===== config.mk =====
export PLATFORM = sky130hd
export DESIGN_NAME = umi_packet_merge_greedy
export DESIGN_NICKNAME = d
export VERILOG_FILES = /design/src/hw/umi_merge_pkg.sv /design/src/hw/umi_skid_buffer.sv /design/src/hw/umi_packet_merge_greedy.sv
export SDC_FILE = /design/constraint.sdc
export NUM_CORES = 2
export LEC_CHECK = 0
export BUFFER_PORTS_ARGS = -buffer_cell sky130_fd_sc_hd__buf_2
export CAP_MARGIN = 15
export CELL_PAD_IN_SITES_DETAIL_PLACEMENT = 1
export CELL_PAD_IN_SITES_GLOBAL_PLACEMENT = 1
export CORE_UTILIZATION = 40
export CTS_CLUSTER_DIAMETER = 80
export CTS_CLUSTER_SIZE = 28
export DETAILED_ROUTE_END_ITERATION = 12
export GPL_TIMING_DRIVEN = 0
export PLACE_DENSITY_LB_ADDON = 0.05
export SYNTH_ARGS = -nofsm -noshare
export SYNTH_HDL_FRONTEND = slang
export SYNTH_SLANG_ARGS = --single-unit

===== constraint.sdc =====
create_clock -name clk -period 61.9 [get_ports clk]
set_input_delay 6.19 -clock clk [delete_from_list [all_inputs] [get_ports clk]]
set_output_delay 6.19 -clock clk [all_outputs]
set_load 0.05 [all_outputs]

===== src/hw/umi_merge_pkg.sv =====
`default_nettype none

package umi_merge_pkg;

    // Bus widths
    localparam int cw  = 32;
    localparam int aw  = 64;
    localparam int idw = 128;
    localparam int odw = 512;

    // Lanes, selected by srcaddr bits 9:8
    localparam int num_lanes = 4;
    localparam int lane_w    = $clog2(num_lanes);
    localparam int lane_lsb  = 8;

    // Command word fields
    localparam int opcode_lsb = 0;
    localparam int opcode_w   = 5;
    localparam int size_lsb   = 5;
    localparam int size_w     = 3;
    localparam int len_lsb    = 8;   // Bytes minus one
    localparam int len_w      = 8;

    localparam logic [opcode_w-1:0] opcode_write_posted = 5'd3;

    // Merge limits
    localparam int max_out_bytes = 64;
    localparam int in_bytes      = idw / 8;
    localparam int bcnt_w        = $clog2(max_out_bytes) + 1;

    typedef logic [lane_w-1:0] lane_sel_t;

    typedef struct packed {
        logic [cw-1:0]  cmd;
        logic [aw-1:0]  dstaddr;
        logic [aw-1:0]  srcaddr;
        logic [idw-1:0] data;
    } umi_in_t;

    // Same header, wide data
    typedef struct packed {
        logic [cw-1:0]  cmd;
        logic [aw-1:0]  dstaddr;
        logic [aw-1:0]  srcaddr;
        logic [odw-1:0] data;
    } umi_out_t;

endpackage

`default_nettype wire


===== src/hw/umi_skid_buffer.sv =====
`timescale 1ns/10ps
`default_nettype none

module umi_skid_buffer #(
    parameter type payload_t = logic [31:0]
) (
    input  wire      clk,
    input  wire      nreset,
    input  wire      in_valid,
    input  wire      payload_t in_data,
    output logic     in_ready,
    output logic     out_valid,
    output payload_t out_data,
    input  wire      out_ready
);

    payload_t   mem [2];
    logic       wr_ptr;
    logic       rd_ptr;
    logic [1:0] count;
    logic       up;         // Held low through reset
    logic       push;
    logic       pop;

    // in_ready comes from state only, never from out_ready
    assign in_ready  = up && (count != 2'd2);
    assign out_valid = (count != 2'd0);
    assign out_data  = mem[rd_ptr];
    assign push      = in_valid && in_ready;
    assign pop       = out_valid && out_ready;

    always_ff @(posedge clk or negedge nreset) begin
        if (!nreset) begin
            up     <= 1'b0;
            count  <= 2'd0;
            wr_ptr <= 1'b0;
            rd_ptr <= 1'b0;
        end else begin
            up <= 1'b1;
            if (push)
                wr_ptr <= !wr_ptr;
            if (pop)
                rd_ptr <= !rd_ptr;
            count <= count + {1'b0, push} - {1'b0, pop};
        end
    end

    always_ff @(posedge clk) begin
        if (push)
            mem[wr_ptr] <= in_data;
    end

endmodule

`default_nettype wire


===== src/hw/umi_packet_merge_greedy.sv =====
`timescale 1ns/10ps
`default_nettype none

module umi_packet_merge_greedy (
    input  wire                          clk,
    input  wire                          nreset,
    input  wire                          in_valid,
    input  wire umi_merge_pkg::umi_in_t  in_pkt,
    output logic                         in_ready,
    output logic                         out_valid,
    output umi_merge_pkg::umi_out_t      out_pkt,
    input  wire                          out_ready
);

    // Head of the input buffer
    logic                                 h_valid;
    logic                                 h_ready;
    umi_merge_pkg::umi_in_t               h_pkt;

    // Into the output buffer
    logic                                 o_valid;
    logic                                 o_ready;
    umi_merge_pkg::umi_out_t              o_pkt;

    // Accumulator
    logic                                 acc_valid;
    logic [umi_merge_pkg::cw-1:0]         acc_cmd;
    logic [umi_merge_pkg::aw-1:0]         acc_dstaddr;
    logic [umi_merge_pkg::aw-1:0]         acc_srcaddr;
    logic [umi_merge_pkg::bcnt_w-1:0]     acc_bytes;
    logic [umi_merge_pkg::odw-1:0]        acc_data;

    logic [umi_merge_pkg::len_w-1:0]      h_len;
    logic [umi_merge_pkg::bcnt_w-1:0]     h_bytes;
    logic [umi_merge_pkg::bcnt_w-1:0]     sum_bytes;
    logic                                 h_mergeable;
    logic                                 can_append;
    logic [umi_merge_pkg::idw-1:0]        h_data_masked;
    logic [umi_merge_pkg::odw-1:0]        h_data_shifted;
    logic                                 do_start;
    logic                                 do_append;
    logic                                 do_clear;

    umi_skid_buffer #(
        .payload_t (umi_merge_pkg::umi_in_t)
    ) i_in_buf (
        .clk       (clk),
        .nreset    (nreset),
        .in_valid  (in_valid),
        .in_data   (in_pkt),
        .in_ready  (in_ready),
        .out_valid (h_valid),
        .out_data  (h_pkt),
        .out_ready (h_ready)
    );

    always_comb begin
        h_len     = h_pkt.cmd[umi_merge_pkg::len_lsb +: umi_merge_pkg::len_w];
        h_bytes   = umi_merge_pkg::bcnt_w'(h_len) + 1'b1;
        sum_bytes = acc_bytes + h_bytes;

        h_mergeable = (h_pkt.cmd[umi_merge_pkg::opcode_lsb +: umi_merge_pkg::opcode_w]
                       == umi_merge_pkg::opcode_write_posted) &&
                      (h_pkt.cmd[umi_merge_pkg::size_lsb +: umi_merge_pkg::size_w] == '0) &&
                      (h_len < umi_merge_pkg::in_bytes);   // Must fit one input beat

        can_append = acc_valid && h_mergeable &&
                     (h_pkt.srcaddr == acc_srcaddr) &&
                     (h_pkt.dstaddr == acc_dstaddr + acc_bytes) &&
                     (sum_bytes <= umi_merge_pkg::max_out_bytes);

        // Zero the bytes past len so unused output bytes stay clean
        for (int b = 0; b < umi_merge_pkg::in_bytes; b++)
            h_data_masked[b*8 +: 8] = (b < h_bytes) ? h_pkt.data[b*8 +: 8] : 8'h00;

        h_data_shifted = {{(umi_merge_pkg::odw - umi_merge_pkg::idw){1'b0}}, h_data_masked}
                         << {acc_bytes, 3'b000};
    end

    always_comb begin
        o_valid   = 1'b0;
        o_pkt     = '{cmd: acc_cmd, dstaddr: acc_dstaddr, srcaddr: acc_srcaddr, data: acc_data};
        h_ready   = 1'b0;
        do_start  = 1'b0;
        do_append = 1'b0;
        do_clear  = 1'b0;

        if (acc_valid && (!h_valid || !can_append)) begin
            // Flush, and pick up a mergeable head in the same cycle
            o_valid = 1'b1;
            if (o_ready) begin
                do_clear = 1'b1;
                if (h_valid && h_mergeable) begin
                    do_start = 1'b1;
                    h_ready  = 1'b1;
                end
            end
        end else if (h_valid && can_append) begin
            do_append = 1'b1;
            h_ready   = 1'b1;
        end else if (h_valid && h_mergeable) begin
            do_start = 1'b1;   // Accumulator empty
            h_ready  = 1'b1;
        end else if (h_valid) begin
            // Pass-through, zero-extended
            o_valid = 1'b1;
            o_pkt   = '{cmd:     h_pkt.cmd,
                        dstaddr: h_pkt.dstaddr,
                        srcaddr: h_pkt.srcaddr,
                        data:    {{(umi_merge_pkg::odw - umi_merge_pkg::idw){1'b0}},
                                  h_pkt.data}};
            h_ready = o_ready;
        end
    end

    always_ff @(posedge clk or negedge nreset) begin
        if (!nreset)
            acc_valid <= 1'b0;
        else if (do_start)
            acc_valid <= 1'b1;
        else if (do_clear)
            acc_valid <= 1'b0;
    end

    always_ff @(posedge clk) begin
        if (do_start) begin
            acc_cmd     <= h_pkt.cmd;
            acc_dstaddr <= h_pkt.dstaddr;
            acc_srcaddr <= h_pkt.srcaddr;
            acc_bytes   <= h_bytes;
            acc_data    <= {{(umi_merge_pkg::odw - umi_merge_pkg::idw){1'b0}}, h_data_masked};
        end else if (do_append) begin
            acc_cmd[umi_merge_pkg::len_lsb +: umi_merge_pkg::len_w] <=
                umi_merge_pkg::len_w'(sum_bytes - 1'b1);
            acc_bytes <= sum_bytes;
            acc_data  <= acc_data | h_data_shifted;
        end
    end

    umi_skid_buffer #(
        .payload_t (umi_merge_pkg::umi_out_t)
    ) i_out_buf (
        .clk       (clk),
        .nreset    (nreset),
        .in_valid  (o_valid),
        .in_data   (o_pkt),
        .in_ready  (o_ready),
        .out_valid (out_valid),
        .out_data  (out_pkt),
        .out_ready (out_ready)
    );

endmodule

`default_nettype wire


Word-level counts from Yosys, hierarchy flattened
Memory sizes are Yosys's and may differ from the RTL's.
Index checks and enable logic that the tools add are counted.
{"block": "word_totals", "regBits": 689, "ram_bits": 1920, "inputBits": 292, "out_inout_bits": 674, "wordCells": 125, "memories": 2}
{"memory": "i_out_buf.mem", "depth": 2, "word_bits": 672, "read_ports": 1, "rd_ports_with_merged_regs": 0, "write_ports": 1, "line": "umi_skid_buffer.sv:17", "source": "payload_t mem [2];"}
{"memory": "i_in_buf.mem", "depth": 2, "word_bits": 288, "read_ports": 1, "rd_ports_with_merged_regs": 0, "write_ports": 1, "line": "umi_skid_buffer.sv:17"}
{"block": "op_classes", "addsub": 8, "n_lt_le_gt_ge": 18, "n_eq_ne": 5, "shift": 1, "n_mux": 48, "bitwise": 1, "reduce_logical": 27}
{"cell": "two-way mux 672 bit", "count": 4}
{"cell": "OR 512 bit", "count": 1}
{"cell": "left shift 128 x 10 -> 512 bit", "count": 1}
{"cell": "two-way mux 128 bit", "count": 2}
{"cell": "two-way mux 8 bit", "count": 18}
{"cell": "== test 64 bit", "count": 2}
{"cell": "adder 64 x 7 -> 64 bit", "count": 1}
{"cell": "less-than comparator 4 x 7 -> 1 bit, first input constant", "count": 8}
{"cell": "less-than comparator 3 x 7 -> 1 bit, first input constant", "count": 4}
{"cell": "two-way mux 1 bit", "count": 22}
{"cell": "logical AND 1 bit", "count": 15}
{"cell": "less-than comparator 1 x 7 -> 1 bit, first input constant", "count": 2}
{"cell": "less-than comparator 2 x 7 -> 1 bit, first input constant", "count": 2}
{"cell": "two-way mux 7 bit", "count": 2}
{"cell": "less-than comparator 8 x 5 -> 1 bit, second input constant", "count": 1}
{"cell": "nonzero test 2 bit", "count": 4}
{"cell": "subtractor 7 x 1 -> 8 bit, second input constant", "count": 1}
{"cell": "adder 7 x 1 -> 7 bit, second input constant", "count": 1}
{"cell": "adder 7 bit", "count": 1}
{"cell": "less-or-equal comparator 7 bit, second input constant", "count": 1}
{"cell": "logical NOT 1 bit", "count": 6}
{"cell": "== test 5 x 2 -> 1 bit, second input constant", "count": 1}
{"cell": "adder 2 x 1 -> 2 bit", "count": 2}
{"cell": "inequality test 2 bit, second input constant", "count": 2}
{"cell": "other kinds (3)", "count": 4}

Depth between registers and ports, before layout
An unclocked memory read counts as a cell.
{"block": "depth", "depth_word": 15, "mapped_depth": 34, "depth_no_buf": 21}

Modules after synthesis
From an unflattened synthesis, not the netlist that was laid out.
{"block": "unflattened", "cells_unflattened": 8191, "hier_area_um2": 115668.4}
{"module": "umi_skid_buffer at i_out_buf", "n_inst": 1, "cells_per_inst": 2112, "area_per_inst_um2": 49004.5, "seq_area_each_um2": 40483.8}
{"module": "umi_packet_merge_greedy", "n_inst": 1, "cells_per_inst": 5162, "area_per_inst_um2": 44823.0, "seq_area_each_um2": 16570.9}
{"module": "umi_skid_buffer at i_in_buf", "n_inst": 1, "cells_per_inst": 917, "area_per_inst_um2": 21840.9, "seq_area_each_um2": 17421.7}

Worst setup path before layout
Ideal clock, no wire load.
{"block": "synth_timing", "path_type": "register to register", "start": "reg i_in_buf.rd_ptr", "end": "mem i_out_buf.mem[1][0] (netlist bit) (enable)", "setup_ns": 2.673, "arrival_time_ns": 54.492, "setup_slack_ns": 4.735, "path_stages_with_launch": 31, "n_path_buf": 14, "period_less_slack_ns": 57.165, "path_cell_list": "dfrtp_1 > buf_4 > buf_6 > buf_4 > buf_6 > buf_4 > buf_2 > buf_2 > buf_2 > buf_2 > buf_2 > clkbuf_1 > buf_1 > mux2i_1 > inv_1 > ha_1 > xor2_1 > inv_2 > clkbuf_1 > ha_1 > nand2b_1 > o2bb2ai_1 > xnor2_1 > nor2b_1 > o2111a_1 > o2bb2ai_1 > or3_1 > buf_2 > or3_1 > a21oi_1 > nor3b_1"}
{"block": "synth_between", "elab_chain_cells": 15, "word_cells_on_any_way": 26}
{"element": "start: declaration", "line": "umi_skid_buffer.sv:19", "source": "logic rd_ptr;"}
{"element": "start signal: assignment", "line": "umi_skid_buffer.sv:43", "source": "rd_ptr <= !rd_ptr;"}
{"element": "memory read (2 x 288 bit) *"}
{"element": "branches (longest 10 deep; another with adder 7 x 1 -> 7 bit)"}
{"element": "two-way mux 1 bit *", "line": "umi_packet_merge_greedy.sv:88", "source": "if (acc_valid && (!h_valid || !can_append)) begin"}
{"element": "logical AND 1 bit *", "line": "umi_skid_buffer.sv:29", "source": "assign push = in_valid && in_ready;"}
{"element": "two-way mux 1 bit *", "line": "umi_skid_buffer.sv:49", "source": "if (push)"}
{"element": "two-way mux 1 bit (not written as such) *", "line": "umi_skid_buffer.sv:50", "source": "mem[wr_ptr] <= in_data;"}
{"element": "end: declaration", "line": "umi_skid_buffer.sv:17"}
Mark *: on every way between the ends.

Final worst setup path
{"block": "layout_timing", "start": "reg i_in_buf.rd_ptr", "end": "mem i_out_buf.mem[1][426] (netlist bit) (enable)"}
Same word-level chain as after synthesis.

==> results_dict.tcl <==
set metrics [dict create \
    drtIter0Drc 9249 \
    start_util 0.403 \
    critPathLaunchType "register" \
    drive_gt1_frac 0.260 \
    crit_buf_inv 33 \
    path_class "reg -> reg" \
    hold_end "acc_data[375]$_SDFFE_PP0P_" \
    hold_depth 2 \
    slowest_delay_ps 880 \
    reg2reg_from "i_in_buf.rd_ptr$_DFFE_PN0P_" \
    dieArea_mm2 0.288 \
    ant_nets 0 \
    clk_latency_ps 930 \
    synth_seq_area_share 0.652 \
    synth_flop_cell "edfxtp_1" \
    required_ps 62490 \
    place.gp.congestion 1.05 \
    synthesis.nets 8797 \
    timing.fmax_ghz 0.0653 \
    finalSetupViolCount 0 \
    root_buffer "clkbuf_16" \
    cts_tree "yes" \
    finalHoldViolCount 0 \
    synth_edf_count 2215 \
    wire_per_inst_um 39.9 \
    final.setup.tns_ps 0 \
    instances_no_fill 13787 \
    synth_area_mm2 0.114 \
    cts_inserted_buffers 143 \
    grt_usage 0.373 \
    synthToLayoutAreaGrowth_pct 15.9 \
    final_common_cell "edfxtp_1" \
    antenna_found_initial 131 \
    hold_class "reg -> reg" \
    fin_nets 10186 \
    grt_pass1_wl_mm 727 \
    grt_max_degree 62 \
    wl_mm 550 \
    crit_family "buffers and inverters" \
    yosysWarnings 0 \
    post_cts_resized 0 \
    drc_errors 0 \
    rsz0062_at_grt "no" \
    period_share 0.247 \
    yosys-top-cells-area "edfxtp_1 58%, mux2_2 8.3%, dfxtp_1 6.7%, a21oi_1 3.3%, mux2i_1 2.6%" \
    rrSetupSlack_ps 46580 \
    fin_crit_ps 15320 \
    violations "slew limit" \
    synth_largest_area_cell "edfxtp_1" \
    worst_pin_slew_ps 1550 \
    r2r_cells 47 \
    critPathMostFrequentCell "buf_6" \
    cts.sinks 2609 \
    synthCells 8483 \
    cp.arrival_ps 15910 \
    first_global_vias 83931 \
    dp_cells 13466 \
    dieHeight_um 537 \
    seqCellArea_mm2 0.0745 \
    r2r-end "i_out_buf.mem[1][426]$_DFFE_PP_" \
    max-slew-margin-rel -0.0363 \
    powerDensity_mw_per_mm2 52.7 \
    ir_drop_mv 0.0422 \
    leakage_nw 45.3 \
    crit_path_end_kind "register" \
    syn_avg_cell_area_um2 13.5 \
    drtPass1Iterations 7 \
    critPathMaxFanout 12 \
    htree_levels 4 \
    ctsHoldBuffers 0 \
    cts_setup_buffers 0 \
    synthArstFlopShare 0.00383 \
    core.rowCount 195 \
    nFillCells 29087 \
    dpl.hpwl_mm 449 \
    worst-path-stages 47 \
    place_area_mm2 0.127 \
    clock_skew_ps 107 \
    hold_path.startpoint "acc_data[375]$_SDFFE_PP0P_" \
    io_pins 966 \
    finalInstanceArea_mm2 0.133 \
    multi_input_area_mm2 0.0371 \
    slowest_stage "clkbuf_1" \
    clk_path_buf_depth 4 \
    overflow 0 \
    die_x_um 537 \
    status "complete, but fails checks" \
    clkTransAtPathRegs_ps 100 \
    placeableCoreArea_mm2 0.283 \
    vias_per_cell 6.10 \
    ys_types 102 \
    final_cell_mix "2215 x edfxtp_1, 1058 x buf_2, 842 x mux2_2, 744 x a21oi_1, 744 x nor2_1" \
    port_buffers 965 \
    maxSlewViolCount 7 \
    yosys_register_bits 2609 \
    cap_violations 0 \
    synth_top_area_share 0.582 \
    vias 84149 \
]
layer usage:
| metal | global-route usage | wire length, µm | up-vias |
|---|---|---|---|
| met5 | 0 | 659 | - |
| met4 | 0.168 | 27400 | 100 |
| met3 | 0.0819 | 44100 | 911 |
| met2 | 0.589 | 251000 | 3923 |
| met1 | 0.491 | 226000 | 44086 |
| li1 | - | - | 35129 |
stage by stage:
stage          hold slack (ps)   util  power, mW  setup WS [ps]
2_1_floorplan              429      -       4.89           4730
3_3_place_gp               438  0.437       6.43         -30810
3_5_place_dp               448  0.450       5.84          46740
4_1_cts                    467  0.467       6.96          46670
5_1_grt                    481  0.467       7.13          46130
6_report                   463  0.468       6.99          46580
cell families (layout without fill, tap and decap cells):
kind of cell / Yosys count / after routing / share of synthesized area
flip-flops: 2609 / 2609 / 0.652
multiplexers: 1194 / 1194 / 0.120
other: 1 / 68 / 0.0000328
XOR/XNOR: 149 / 149 / 0.0116
buffers and inverters: 755 / 2249 / 0.0268
AO/OA/AOI/OAI: 1863 / 1863 / 0.105
adder cells (fa/ha/maj): 23 / 23 / 0.00263
AND/OR/NAND/NOR: 1889 / 1889 / 0.0821
report_power, final:
group	leakage [nW]	internal (mW)	switching, mW
logic	20.1	0.839	2.59
clock network	2.34	0.498	0.630
registers	22.9	2.36	0.0756
total	45.3	3.69	3.29
worst min-delay path, stage by stage (launching register included):
cell,delay (ps)
dfxtp_1,310
inv_1,60
a21oi_1,60
synth_stat cells, types with 61 or more instances:
cell type	number
nor2b_1	390
o21a_1	71
clkbuf_1	430
a21oi_1	750
nor3_1	86
or3_1	62
nor4_1	61
dfxtp_1	384
edfxtp_1	2215
o22ai_1	112
nor2_1	745
mux2i_1	294
o21ai_0	242
buf_2	80
nand3_1	104
nand2_1	223
xnor2_1	110
inv_1	179
mux2_2	842
registers in the layout, indices dropped and copies added (netlist names), 2 cells and up:
register / cells
i_out_buf.mem: 1344
i_in_buf.mem: 576
acc_data: 512
acc_dstaddr: 64
acc_srcaddr: 64
acc_cmd: 32
acc_bytes: 7
i_in_buf.count: 2
i_out_buf.count: 2
worst max path at each step:
stage                                      startpoint                              end  slack, ps
after floorplan           i_in_buf.rd_ptr$_DFFE_PN0P_    i_out_buf.mem[1][0]$_DFFE_PP_       4730
after global placement    i_in_buf.rd_ptr$_DFFE_PN0P_  i_out_buf.mem[1][162]$_DFFE_PP_     -30810
after detailed placement  i_in_buf.rd_ptr$_DFFE_PN0P_  i_out_buf.mem[1][430]$_DFFE_PP_      46740
after CTS                 i_in_buf.rd_ptr$_DFFE_PN0P_  i_out_buf.mem[1][426]$_DFFE_PP_      46670
after global routing      i_in_buf.rd_ptr$_DFFE_PN0P_  i_out_buf.mem[1][426]$_DFFE_PP_      46130
final                     i_in_buf.rd_ptr$_DFFE_PN0P_  i_out_buf.mem[1][426]$_DFFE_PP_      46580
layout make-up:
cell class,instances,share of cell area
flip-flops and latches,2609,0.562
multi-input cells,5119,0.280
repair buffers,1244,0.0620
well taps,3743,0.0353
clock buffers,171,0.0285
plain buffers,570,0.0180
clock inverters,79,0.00805
inverters,185,0.00524
diodes,67,0.00127
Note: power is estimated with default switching activity, not from simulation.
